==> src/hdl/swp_pkg.sv <==
package swp_pkg;

  localparam int QPN_W         = 6;
  localparam int NUM_QP        = 64;
  localparam int IDX_W         = 16;
  localparam int RING_W        = 8;
  localparam int QP_SQ_SHIFT   = 14;
  localparam int WQE_LOG2_MAX  = 6;
  localparam int DB_FIFO_DEPTH = 8;
  localparam int WP_FIFO_DEPTH = 2;
  localparam int REQ_CREDITS   = 4;
  localparam int CFG_ADDR_W    = 2;

  // Register field widths
  localparam int LOG2_W        = 3;
  localparam int QUANT_W       = 4;

  // Credit counters must hold their full value
  localparam int WP_CRED_W     = $clog2(WP_FIFO_DEPTH + 1);
  localparam int REQ_CRED_W    = $clog2(REQ_CREDITS + 1);

  typedef struct packed {
    logic [QPN_W-1:0] qpn;
    logic [IDX_W-1:0] pi;
  } db_t;

  typedef struct packed {
    logic [QPN_W-1:0] qpn;
    logic [IDX_W-1:0] start;
    logic [IDX_W-1:0] count;
  } job_t;

  typedef struct packed {
    logic [QPN_W-1:0] qpn;
    logic [IDX_W-1:0] idx;
    logic             last;
  } wqe_desc_t;

  typedef struct packed {
    logic [QPN_W-1:0] qpn;
    logic [IDX_W-1:0] idx;
    logic [31:0]      addr;
    logic             last;
  } req_t;

  typedef struct packed {
    logic [31:0]        sq_base;
    logic [LOG2_W-1:0]  wqe_log2;
    logic [QUANT_W-1:0] quantum;
  } cfg_t;

endpackage

==> src/hdl/swp_fifo.sv <==
`timescale 1ns/1ns

module swp_fifo #(
  parameter type T     = logic,
  parameter int  DEPTH = 4
) (
  input  logic i_clk,
  input  logic i_rst,
  input  logic i_push,
  input  T     i_data,
  input  logic i_pop,
  output T     o_data,
  output logic o_valid,
  output logic o_credit
);

  localparam int PTR_W = (DEPTH > 1) ? $clog2(DEPTH) : 1;
  localparam int CNT_W = $clog2(DEPTH + 1);

  T                 mem [DEPTH];
  logic [PTR_W-1:0] wr_ptr;
  logic [PTR_W-1:0] rd_ptr;
  logic [CNT_W-1:0] count;
  logic             do_push;
  logic             do_pop;

  function automatic logic [PTR_W-1:0] ptr_inc(input logic [PTR_W-1:0] p);
    return (p == PTR_W'(DEPTH - 1)) ? '0 : p + 1'b1;
  endfunction

  assign do_pop  = i_pop && (count != '0);
  // A full FIFO still takes a push in the cycle it pops
  assign do_push = i_push && ((count != CNT_W'(DEPTH)) || do_pop);

  always_ff @(posedge i_clk) begin
    if (do_push) begin
      mem[wr_ptr] <= i_data;
    end
  end

  always_ff @(posedge i_clk) begin
    if (i_rst) begin
      wr_ptr <= '0;
      rd_ptr <= '0;
      count  <= '0;
    end else begin
      if (do_push) begin
        wr_ptr <= ptr_inc(wr_ptr);
      end
      if (do_pop) begin
        rd_ptr <= ptr_inc(rd_ptr);
      end
      case ({do_push, do_pop})
        2'b10:   count <= count + 1'b1;
        2'b01:   count <= count - 1'b1;
        default: ;
      endcase
    end
  end

  assign o_data   = mem[rd_ptr];
  assign o_valid  = (count != '0);
  assign o_credit = do_pop;

endmodule

==> src/hdl/swp_cfg_regs.sv <==
`timescale 1ns/1ns

module swp_cfg_regs
  import swp_pkg::*;
(
  input  logic                  i_clk,
  input  logic                  i_rst,
  input  logic                  i_cfg_we,
  input  logic [CFG_ADDR_W-1:0] i_cfg_addr,
  input  logic [31:0]           i_cfg_wdata,
  output logic [31:0]           o_cfg_rdata,
  output cfg_t                  o_cfg
);

  cfg_t cfg_q;

  always_ff @(posedge i_clk) begin
    if (i_rst) begin
      cfg_q.sq_base  <= '0;
      cfg_q.wqe_log2 <= LOG2_W'(WQE_LOG2_MAX);
      cfg_q.quantum  <= QUANT_W'(1);
    end else if (i_cfg_we) begin
      case (i_cfg_addr)
        CFG_ADDR_W'(0): cfg_q.sq_base <= i_cfg_wdata;
        // Clamp to the largest supported WQE size
        CFG_ADDR_W'(1): cfg_q.wqe_log2 <= (i_cfg_wdata > 32'(WQE_LOG2_MAX)) ?
                                          LOG2_W'(WQE_LOG2_MAX) : i_cfg_wdata[LOG2_W-1:0];
        // Zero quantum would stall the scheduler
        CFG_ADDR_W'(2): cfg_q.quantum <= (i_cfg_wdata[QUANT_W-1:0] == '0) ?
                                         QUANT_W'(1) : i_cfg_wdata[QUANT_W-1:0];
        default: ;
      endcase
    end
  end

  always_comb begin
    case (i_cfg_addr)
      CFG_ADDR_W'(0): o_cfg_rdata = cfg_q.sq_base;
      CFG_ADDR_W'(1): o_cfg_rdata = 32'(cfg_q.wqe_log2);
      CFG_ADDR_W'(2): o_cfg_rdata = 32'(cfg_q.quantum);
      default:        o_cfg_rdata = '0;
    endcase
  end

  assign o_cfg = cfg_q;

endmodule

==> src/hdl/wqe_indicator_table.sv <==
`timescale 1ns/1ns

module wqe_indicator_table
  import swp_pkg::*;
(
  input  logic              i_clk,
  input  logic              i_rst,
  input  logic              i_set_en,
  input  logic [QPN_W-1:0]  i_set_qpn,
  input  logic              i_clr_en,
  input  logic [QPN_W-1:0]  i_clr_qpn,
  output logic [NUM_QP-1:0] o_busy
);

  logic [NUM_QP-1:0] busy_q;

  always_ff @(posedge i_clk) begin
    if (i_rst) begin
      busy_q <= '0;
    end else begin
      if (i_clr_en) begin
        busy_q[i_clr_qpn] <= 1'b0;
      end
      if (i_set_en) begin
        busy_q[i_set_qpn] <= 1'b1;
      end
    end
  end

  assign o_busy = busy_q;

endmodule

==> src/hdl/doorbell_proc.sv <==
`timescale 1ns/1ns

module doorbell_proc
  import swp_pkg::*;
(
  input  logic              i_clk,
  input  logic              i_rst,
  input  db_t               i_db,
  input  logic              i_db_valid,
  output logic              o_db_credit,
  input  logic [NUM_QP-1:0] i_busy,
  output logic              o_set_en,
  output logic [QPN_W-1:0]  o_set_qpn,
  output job_t              o_job,
  output logic              o_job_valid
);

  db_t               head;
  logic              head_valid;
  logic              pop;
  logic              lk_valid;
  db_t               lk_db;
  logic              wr_valid;
  db_t               wr_db;
  logic [IDX_W-1:0]  wr_old_pi;
  logic [IDX_W-1:0]  count;
  logic [IDX_W-1:0]  pi_mem [NUM_QP];
  logic [NUM_QP-1:0] pi_seen;

  swp_fifo #(
    .T     (db_t),
    .DEPTH (DB_FIFO_DEPTH)
  ) u_db_fifo (
    .i_clk    (i_clk),
    .i_rst    (i_rst),
    .i_push   (i_db_valid),
    .i_data   (i_db),
    .i_pop    (pop),
    .o_data   (head),
    .o_valid  (head_valid),
    .o_credit (o_db_credit)
  );

  // One doorbell in the lookup/write pipe at a time
  assign pop = head_valid && !lk_valid && !wr_valid && !i_busy[head.qpn];

  always_ff @(posedge i_clk) begin
    if (i_rst) begin
      lk_valid <= 1'b0;
      wr_valid <= 1'b0;
      pi_seen  <= '0;
    end else begin
      lk_valid <= pop;
      wr_valid <= lk_valid;
      if (o_job_valid) begin
        pi_seen[wr_db.qpn] <= 1'b1;
      end
    end
  end

  always_ff @(posedge i_clk) begin
    if (pop) begin
      lk_db <= head;
    end
    wr_db <= lk_db;
    // Entries never written read as zero
    wr_old_pi <= pi_seen[lk_db.qpn] ? pi_mem[lk_db.qpn] : '0;
    if (o_job_valid) begin
      pi_mem[wr_db.qpn] <= wr_db.pi;
    end
  end

  // Wraps modulo 2^16
  assign count = wr_db.pi - wr_old_pi;

  assign o_job_valid = wr_valid && (count != '0);
  assign o_set_en    = o_job_valid;
  assign o_set_qpn   = wr_db.qpn;
  assign o_job       = '{qpn: wr_db.qpn, start: wr_old_pi, count: count};

endmodule

==> src/hdl/wqe_scheduler.sv <==
`timescale 1ns/1ns

module wqe_scheduler
  import swp_pkg::*;
(
  input  logic               i_clk,
  input  logic               i_rst,
  input  job_t               i_job,
  input  logic               i_job_valid,
  input  logic [QUANT_W-1:0] i_quantum,
  input  logic               i_wp_credit,
  output wqe_desc_t          o_wqe,
  output logic               o_wqe_valid
);

  job_t                 head;
  logic                 head_valid;
  logic                 pop;
  logic                 push;
  job_t                 push_job;
  job_t                 act;
  logic                 act_valid;
  logic [QUANT_W-1:0]   act_qleft;
  job_t                 rq_job;
  job_t                 hold_job;
  logic                 hold_valid;
  logic [WP_CRED_W-1:0] credits;
  logic                 emit;
  logic                 last_wqe;
  logic                 q_end;
  logic                 requeue;
  logic                 rq_direct;

  swp_fifo #(
    .T     (job_t),
    .DEPTH (NUM_QP)
  ) u_job_fifo (
    .i_clk    (i_clk),
    .i_rst    (i_rst),
    .i_push   (push),
    .i_data   (push_job),
    .i_pop    (pop),
    .o_data   (head),
    .o_valid  (head_valid),
    .o_credit ()
  );

  assign pop      = head_valid && !act_valid;
  assign emit     = act_valid && (credits != '0);
  assign last_wqe = (act.count == IDX_W'(1));
  assign q_end    = (act_qleft == QUANT_W'(1));
  assign requeue  = emit && !last_wqe && q_end;
  assign rq_job   = '{qpn: act.qpn, start: act.start + 1'b1, count: act.count - 1'b1};

  // New jobs go first, a clashing requeue waits in the holding register
  assign rq_direct = requeue && !i_job_valid && !hold_valid;
  assign push      = i_job_valid || hold_valid || rq_direct;

  always_comb begin
    if (i_job_valid) begin
      push_job = i_job;
    end else if (hold_valid) begin
      push_job = hold_job;
    end else begin
      push_job = rq_job;
    end
  end

  always_ff @(posedge i_clk) begin
    if (i_rst) begin
      act_valid  <= 1'b0;
      hold_valid <= 1'b0;
      credits    <= WP_CRED_W'(WP_FIFO_DEPTH);
    end else begin
      if (pop) begin
        act_valid <= 1'b1;
      end else if (emit && (last_wqe || q_end)) begin
        act_valid <= 1'b0;
      end
      if (requeue && !rq_direct) begin
        hold_valid <= 1'b1;
      end else if (!i_job_valid) begin
        hold_valid <= 1'b0;
      end
      credits <= credits - WP_CRED_W'(emit) + WP_CRED_W'(i_wp_credit);
    end
  end

  always_ff @(posedge i_clk) begin
    if (pop) begin
      act       <= head;
      act_qleft <= i_quantum;
    end else if (emit) begin
      act.start <= act.start + 1'b1;
      act.count <= act.count - 1'b1;
      act_qleft <= act_qleft - 1'b1;
    end
    if (requeue && !rq_direct) begin
      hold_job <= rq_job;
    end
  end

  assign o_wqe       = '{qpn: act.qpn, idx: act.start, last: last_wqe};
  assign o_wqe_valid = emit;

endmodule

==> src/hdl/wqe_parser.sv <==
`timescale 1ns/1ns

module wqe_parser
  import swp_pkg::*;
(
  input  logic              i_clk,
  input  logic              i_rst,
  input  wqe_desc_t         i_wqe,
  input  logic              i_wqe_valid,
  output logic              o_wp_credit,
  input  logic [31:0]       i_sq_base,
  input  logic [LOG2_W-1:0] i_wqe_log2,
  input  logic              i_req_credit,
  output req_t              o_req,
  output logic              o_req_valid,
  output logic              o_clr_en,
  output logic [QPN_W-1:0]  o_clr_qpn
);

  wqe_desc_t             head;
  logic                  head_valid;
  logic                  pop;
  logic [REQ_CRED_W-1:0] credits;
  logic [31:0]           addr;

  swp_fifo #(
    .T     (wqe_desc_t),
    .DEPTH (WP_FIFO_DEPTH)
  ) u_wqe_fifo (
    .i_clk    (i_clk),
    .i_rst    (i_rst),
    .i_push   (i_wqe_valid),
    .i_data   (i_wqe),
    .i_pop    (pop),
    .o_data   (head),
    .o_valid  (head_valid),
    .o_credit (o_wp_credit)
  );

  // Without a credit the head stays in the FIFO
  assign pop = head_valid && (credits != '0);

  // Queue pair region plus ring slot
  assign addr = i_sq_base
              + (32'(head.qpn) << QP_SQ_SHIFT)
              + (32'(head.idx[RING_W-1:0]) << i_wqe_log2);

  always_ff @(posedge i_clk) begin
    if (i_rst) begin
      o_req_valid <= 1'b0;
      credits     <= REQ_CRED_W'(REQ_CREDITS);
    end else begin
      o_req_valid <= pop;
      credits     <= credits - REQ_CRED_W'(pop) + REQ_CRED_W'(i_req_credit);
    end
  end

  always_ff @(posedge i_clk) begin
    if (pop) begin
      o_req <= '{qpn: head.qpn, idx: head.idx, addr: addr, last: head.last};
    end
  end

  // Job done, queue pair may take a new doorbell
  assign o_clr_en  = o_req_valid && o_req.last;
  assign o_clr_qpn = o_req.qpn;

endmodule

==> src/hdl/send_wqe_proc.sv <==
`timescale 1ns/1ns

module send_wqe_proc
  import swp_pkg::*;
(
  input  logic                  i_clk,
  input  logic                  i_rst,
  input  db_t                   i_db,
  input  logic                  i_db_valid,
  output logic                  o_db_credit,
  input  logic                  i_cfg_we,
  input  logic [CFG_ADDR_W-1:0] i_cfg_addr,
  input  logic [31:0]           i_cfg_wdata,
  output logic [31:0]           o_cfg_rdata,
  input  logic                  i_req_credit,
  output req_t                  o_req,
  output logic                  o_req_valid
);

  cfg_t              cfg;
  logic [NUM_QP-1:0] busy;
  logic              set_en;
  logic [QPN_W-1:0]  set_qpn;
  logic              clr_en;
  logic [QPN_W-1:0]  clr_qpn;
  job_t              job;
  logic              job_valid;
  wqe_desc_t         wqe;
  logic              wqe_valid;
  logic              wp_credit;

  swp_cfg_regs u_cfg_regs (
    .i_clk       (i_clk),
    .i_rst       (i_rst),
    .i_cfg_we    (i_cfg_we),
    .i_cfg_addr  (i_cfg_addr),
    .i_cfg_wdata (i_cfg_wdata),
    .o_cfg_rdata (o_cfg_rdata),
    .o_cfg       (cfg)
  );

  wqe_indicator_table u_wqe_indicator_table (
    .i_clk     (i_clk),
    .i_rst     (i_rst),
    .i_set_en  (set_en),
    .i_set_qpn (set_qpn),
    .i_clr_en  (clr_en),
    .i_clr_qpn (clr_qpn),
    .o_busy    (busy)
  );

  doorbell_proc u_doorbell_proc (
    .i_clk       (i_clk),
    .i_rst       (i_rst),
    .i_db        (i_db),
    .i_db_valid  (i_db_valid),
    .o_db_credit (o_db_credit),
    .i_busy      (busy),
    .o_set_en    (set_en),
    .o_set_qpn   (set_qpn),
    .o_job       (job),
    .o_job_valid (job_valid)
  );

  wqe_scheduler u_wqe_scheduler (
    .i_clk       (i_clk),
    .i_rst       (i_rst),
    .i_job       (job),
    .i_job_valid (job_valid),
    .i_quantum   (cfg.quantum),
    .i_wp_credit (wp_credit),
    .o_wqe       (wqe),
    .o_wqe_valid (wqe_valid)
  );

  wqe_parser u_wqe_parser (
    .i_clk        (i_clk),
    .i_rst        (i_rst),
    .i_wqe        (wqe),
    .i_wqe_valid  (wqe_valid),
    .o_wp_credit  (wp_credit),
    .i_sq_base    (cfg.sq_base),
    .i_wqe_log2   (cfg.wqe_log2),
    .i_req_credit (i_req_credit),
    .o_req        (o_req),
    .o_req_valid  (o_req_valid),
    .o_clr_en     (clr_en),
    .o_clr_qpn    (clr_qpn)
  );

endmodule

==> config.mk <==
export PLATFORM = sky130hd
export DESIGN_NAME = send_wqe_proc
export DESIGN_NICKNAME = d
export VERILOG_FILES = /design/src/hdl/swp_pkg.sv /design/src/hdl/swp_fifo.sv /design/src/hdl/swp_cfg_regs.sv /design/src/hdl/wqe_indicator_table.sv /design/src/hdl/doorbell_proc.sv /design/src/hdl/wqe_scheduler.sv /design/src/hdl/wqe_parser.sv /design/src/hdl/send_wqe_proc.sv
export SDC_FILE = /design/constraint.sdc
export NUM_CORES = 2
export LEC_CHECK = 0
export BUFFER_PORTS_ARGS = -buffer_cell sky130_fd_sc_hd__buf_4
export CORE_MARGIN = 3
export CORE_UTILIZATION = 24
export DETAILED_ROUTE_END_ITERATION = 10
export HOLD_SLACK_MARGIN = 0.03
export MAX_ROUTING_LAYER = met4
export SLEW_MARGIN = 40
export SYNTH_ARGS = -nofsm -noshare
export SYNTH_HDL_FRONTEND = slang
export SYNTH_SLANG_ARGS = --single-unit
==> constraint.sdc <==
create_clock -name i_clk -period 14.6 [get_ports i_clk]
set_clock_uncertainty 0.1 [all_clocks]
set_input_delay 1.46 -clock i_clk [delete_from_list [all_inputs] [get_ports i_clk]]
set_output_delay 1.46 -clock i_clk [all_outputs]
set_load 0.02 [all_outputs]
==> results.yml <==
power:
  p_int_mw: 24.6
  p_switching_mw: 11.3
  sw_frac_of_total: 0.314
  max-vdd-ir-drop_mv: 0.155
  finalPower_mw: 35.9
  combPwrFrac: 0.275
  p_leak_nw: 56.1
  power.share.sequential: 0.446
  powerDensity_nw_per_um2: 193
  power_frac_clock: 0.278
timing:
  clock.fmax_ghz: 0.159
  min_period_ns: 6.30
  setup_viol: 0
  hold_viol_final: 0
  fin_ws_ns: 8.30
  tightest_slew_ns: 0.896
  rsz0062_at_grt: "false"
  setup_tns_ns: 0
  maxSlewViolCount: 0
  maxSlewHeadroom: 0.402
  hold_slack_ns: 0.243
  period_share: 0.432
synth:
  async_flop_share: 0
  synth.cells.most_frequent: "3835 x edfxtp_1, 1196 x mux4_2, 274 x clkbuf_1"
  synthDistinctLibCells: 77
  synth_top_cell_by_area: "edfxtp_1"
  ys_top_cells_by_area: "edfxtp_1 72%, mux4_2 17%, dfxtp_1 3.2%"
  syn_area_um2: 159000
  syn_inst: 7421
  ys_warn_count: 0
  synth-seq-cells: 4093
  yosysTopAreaCellShare: 0.722
  ys_seq_area_frac: 0.754
  synth_nets: 7565
  synth_edf_count: 3835
  synth_ff_type: "edfxtp_1"
  avgSynthCellArea_um2: 21.5
  synth_most_common_cell: "edfxtp_1"
critical_path:
  start_kind: "flip-flop"
  crit-reg2reg-launch: "u_doorbell_proc.wr_db[0]$_DFF_P_"
  cpPeakStageDelay_ns: 0.66
  worst_ep_arrival_time_ns: 6.95
  path_cells: "buf_4 > inv_1 > ha_1 > fa_1 > nor2b_1 > o2111ai_1 > a31o_2 > nand2_1 > xnor2_1 > nand4_1 > or4b_1 > a211o_1 > inv_2 > ha_1 > nor2b_1 > o21ai_0 > nand2b_1 > a21o_1 > a21oi_1 > nand2b_1 > a211oi_1 > mux2i_1 > nand3_1"
  ff2ff_path_depth: 23
  r2r_setup_slack_ns: 8.30
  worstPathMaxFanout: 65
  r2r_end: "u_wqe_scheduler.u_job_fifo.count[6]$_SDFFE_PP0P_"
  crit_start: "u_doorbell_proc.wr_db[0]$_DFF_P_"
  worstSetupEndpointType: "flip-flop"
  crit_slowest_cell: "or4b_1"
  critPathKind: "flip-flop to flip-flop"
  required_ns: 15.25
  cp-endpoint: "u_wqe_scheduler.u_job_fifo.count[6]$_SDFFE_PP0P_"
cells_and_area:
  final_cells: 17000
  syn2layout_area_growth_pct: 16.6
  finalInstanceArea_um2: 186000
  post-route-util: 0.282
  fin_nets: 7954
  final.fill_count: 64600
  drive_above_1_share: 0.296
route:
  drt_pre_antenna_iters: 5
  vias: 77100
  ant_nets: 0
  wl_um: 411000
  post_drt_wl_per_cell_um: 24.2
  drt_iter0_drc: 9937
  drc: 0
  avgViaCountPerCell: 4.54
clock_tree:
  cts_setup_buffers: 0
  tritoncts: "done"
  htreeDepth: 5
  cts-root-buf: "clkbuf_16"
  clk_path_buf_depth: 4
  cts_hold_buffers: 0
  cts_sinks: 4093
  numCtsBuffers: 389
  ctsResizeCount: 0
  clk_pin_slew_worst_paths_ns: 0.06
  insertion_delay_ns: 0.92
placed_design:
  postPlaceCellArea_um2: 173000
  place_inst: 16300
  hpwlAfterDp_um: 238000
  io_buffers: 149
  gp_congestion: 0.827
  dpl_worst_slack_ns: 8.39
flow_run:
  drv_cap: 0
floorplanning:
  core_um2: 660000
  start_util: 0.242
  placementRows: 298
  dieArea_um2: 674000
  die_x_um: 821
  die_h_um: 821
  ioPinCount: 150
grt:
  grt_pass1_vias: 76900
  grt_max_degree: 119
  grt_use_total: 0.121
  antenna_found_initial: 31
  overflow: 0
  grt_pass1_wl_um: 585000
min_path:
  hold_start: "u_doorbell_proc.lk_db[14]$_DFFE_PP_"
  min_path_type: "flip-flop to flip-flop"
run_status:
  outcome: "finished clean"
state kept, by name, summed over array words and instances, names as in the netlist, 7 cells and up, named ones only:
signal	count
u_cfg_regs.o_cfg	39
u_doorbell_proc.lk_db	22
u_doorbell_proc.pi_mem	1024
u_doorbell_proc.pi_seen	64
u_doorbell_proc.u_db_fifo.mem	176
u_doorbell_proc.wr_db	16
u_doorbell_proc.wr_old_pi	16
u_wqe_indicator_table.o_busy	64
u_wqe_parser.o_req	49
u_wqe_parser.u_wqe_fifo.mem	46
u_wqe_scheduler.act	16
u_wqe_scheduler.hold_job	38
u_wqe_scheduler.o_wqe	22
u_wqe_scheduler.u_job_fifo.count	7
u_wqe_scheduler.u_job_fifo.mem	2432
cells by family (layout without fill, tap and decap cells):
family | count (synthesis) | count (layout) | share of synthesized area
other | 0 | 13 | 0
buffers and inverters | 561 | 1270 | 0.0134
xor gates and xnor gates | 82 | 82 | 0.00450
and+or+nand+nor | 795 | 795 | 0.0253
DFF | 4093 | 4093 | 0.754
AOI/OAI and AO/OA | 475 | 475 | 0.0172
muxes | 1332 | 1332 | 0.178
adders and majority gates | 83 | 83 | 0.00679
power by group through the flow:
stage               clock (mW)  sequential [mW]  combinational [mW]
finish                    10.0             16.0                9.89
global route              10.6             16.1                10.5
CTS                       10.2             16.0                9.93
detailed placement           0             16.3                9.91
global placement             0             16.2                9.77
floorplan                    0             16.4                5.61
per-layer routing:
layer | wire length, um | up-vias | share of wire | GRT usage
li1 | - | 31700 | - | -
met1 | 176000 | 41900 | 0.43 | 0.167
met2 | 195000 | 2971 | 0.48 | 0.189
met3 | 31100 | 522 | 0.076 | 0.0194
met4 | 8760 | 0 | 0.021 | 0.0254
met5 | 0 | - | 0 | -
how the worst min path moves through the flow:
stage                                              to  slack [ns]  cells past startpoint
floorplan            u_doorbell_proc.wr_db[0]$_DFF_P_        0.22                      0
global placement    u_doorbell_proc.wr_db[15]$_DFF_P_        0.22                      0
detailed placement  u_doorbell_proc.wr_db[14]$_DFF_P_        0.23                      0
CTS                 u_doorbell_proc.wr_db[14]$_DFF_P_        0.24                      0
global route         u_doorbell_proc.wr_db[5]$_DFF_P_        0.26                      0
finish              u_doorbell_proc.wr_db[14]$_DFF_P_        0.24                      0
layout make-up:
type	count	area [um^2]	share of cell area
sequential	4093	120000	0.647
multi-input combinational	2767	37900	0.204
tap	8850	11100	0.0596
clock buffer	490	10500	0.0562
timing repair buffer	399	3560	0.0192
clock inverter	221	1960	0.0105
inverter	160	603	0.00324
antenna	13	32.5	0.000175
cell usage in the layout, fill, tap and decap left out, drive strengths merged, types with 41 or more instances in the layout:
cell type     n
mux2i        75
mux2         58
a21oi       228
nor3         97
buf         399
and2         41
o21a         41
clkinv      176
mux4       1199
nand2       174
xnor2        49
edfxtp     3835
inv         165
ha           77
nand4        48
dfxtp       258
o21ai       116
nor2        195
clkbuf      490
worst max-delay path, delay by kind of cell (launching register included):
family	cells	cell delay, ns
AO/OA/AOI/OAI	7	1.81
buffers and inverters	3	0.85
XOR/XNOR	1	0.23
flip-flops	1	0.31
multiplexers	1	0.22
adder cells (fa/ha/maj)	3	0.95
AND/OR/NAND/NOR	8	1.60
Note: power is estimated with default switching activity, not from simulation.
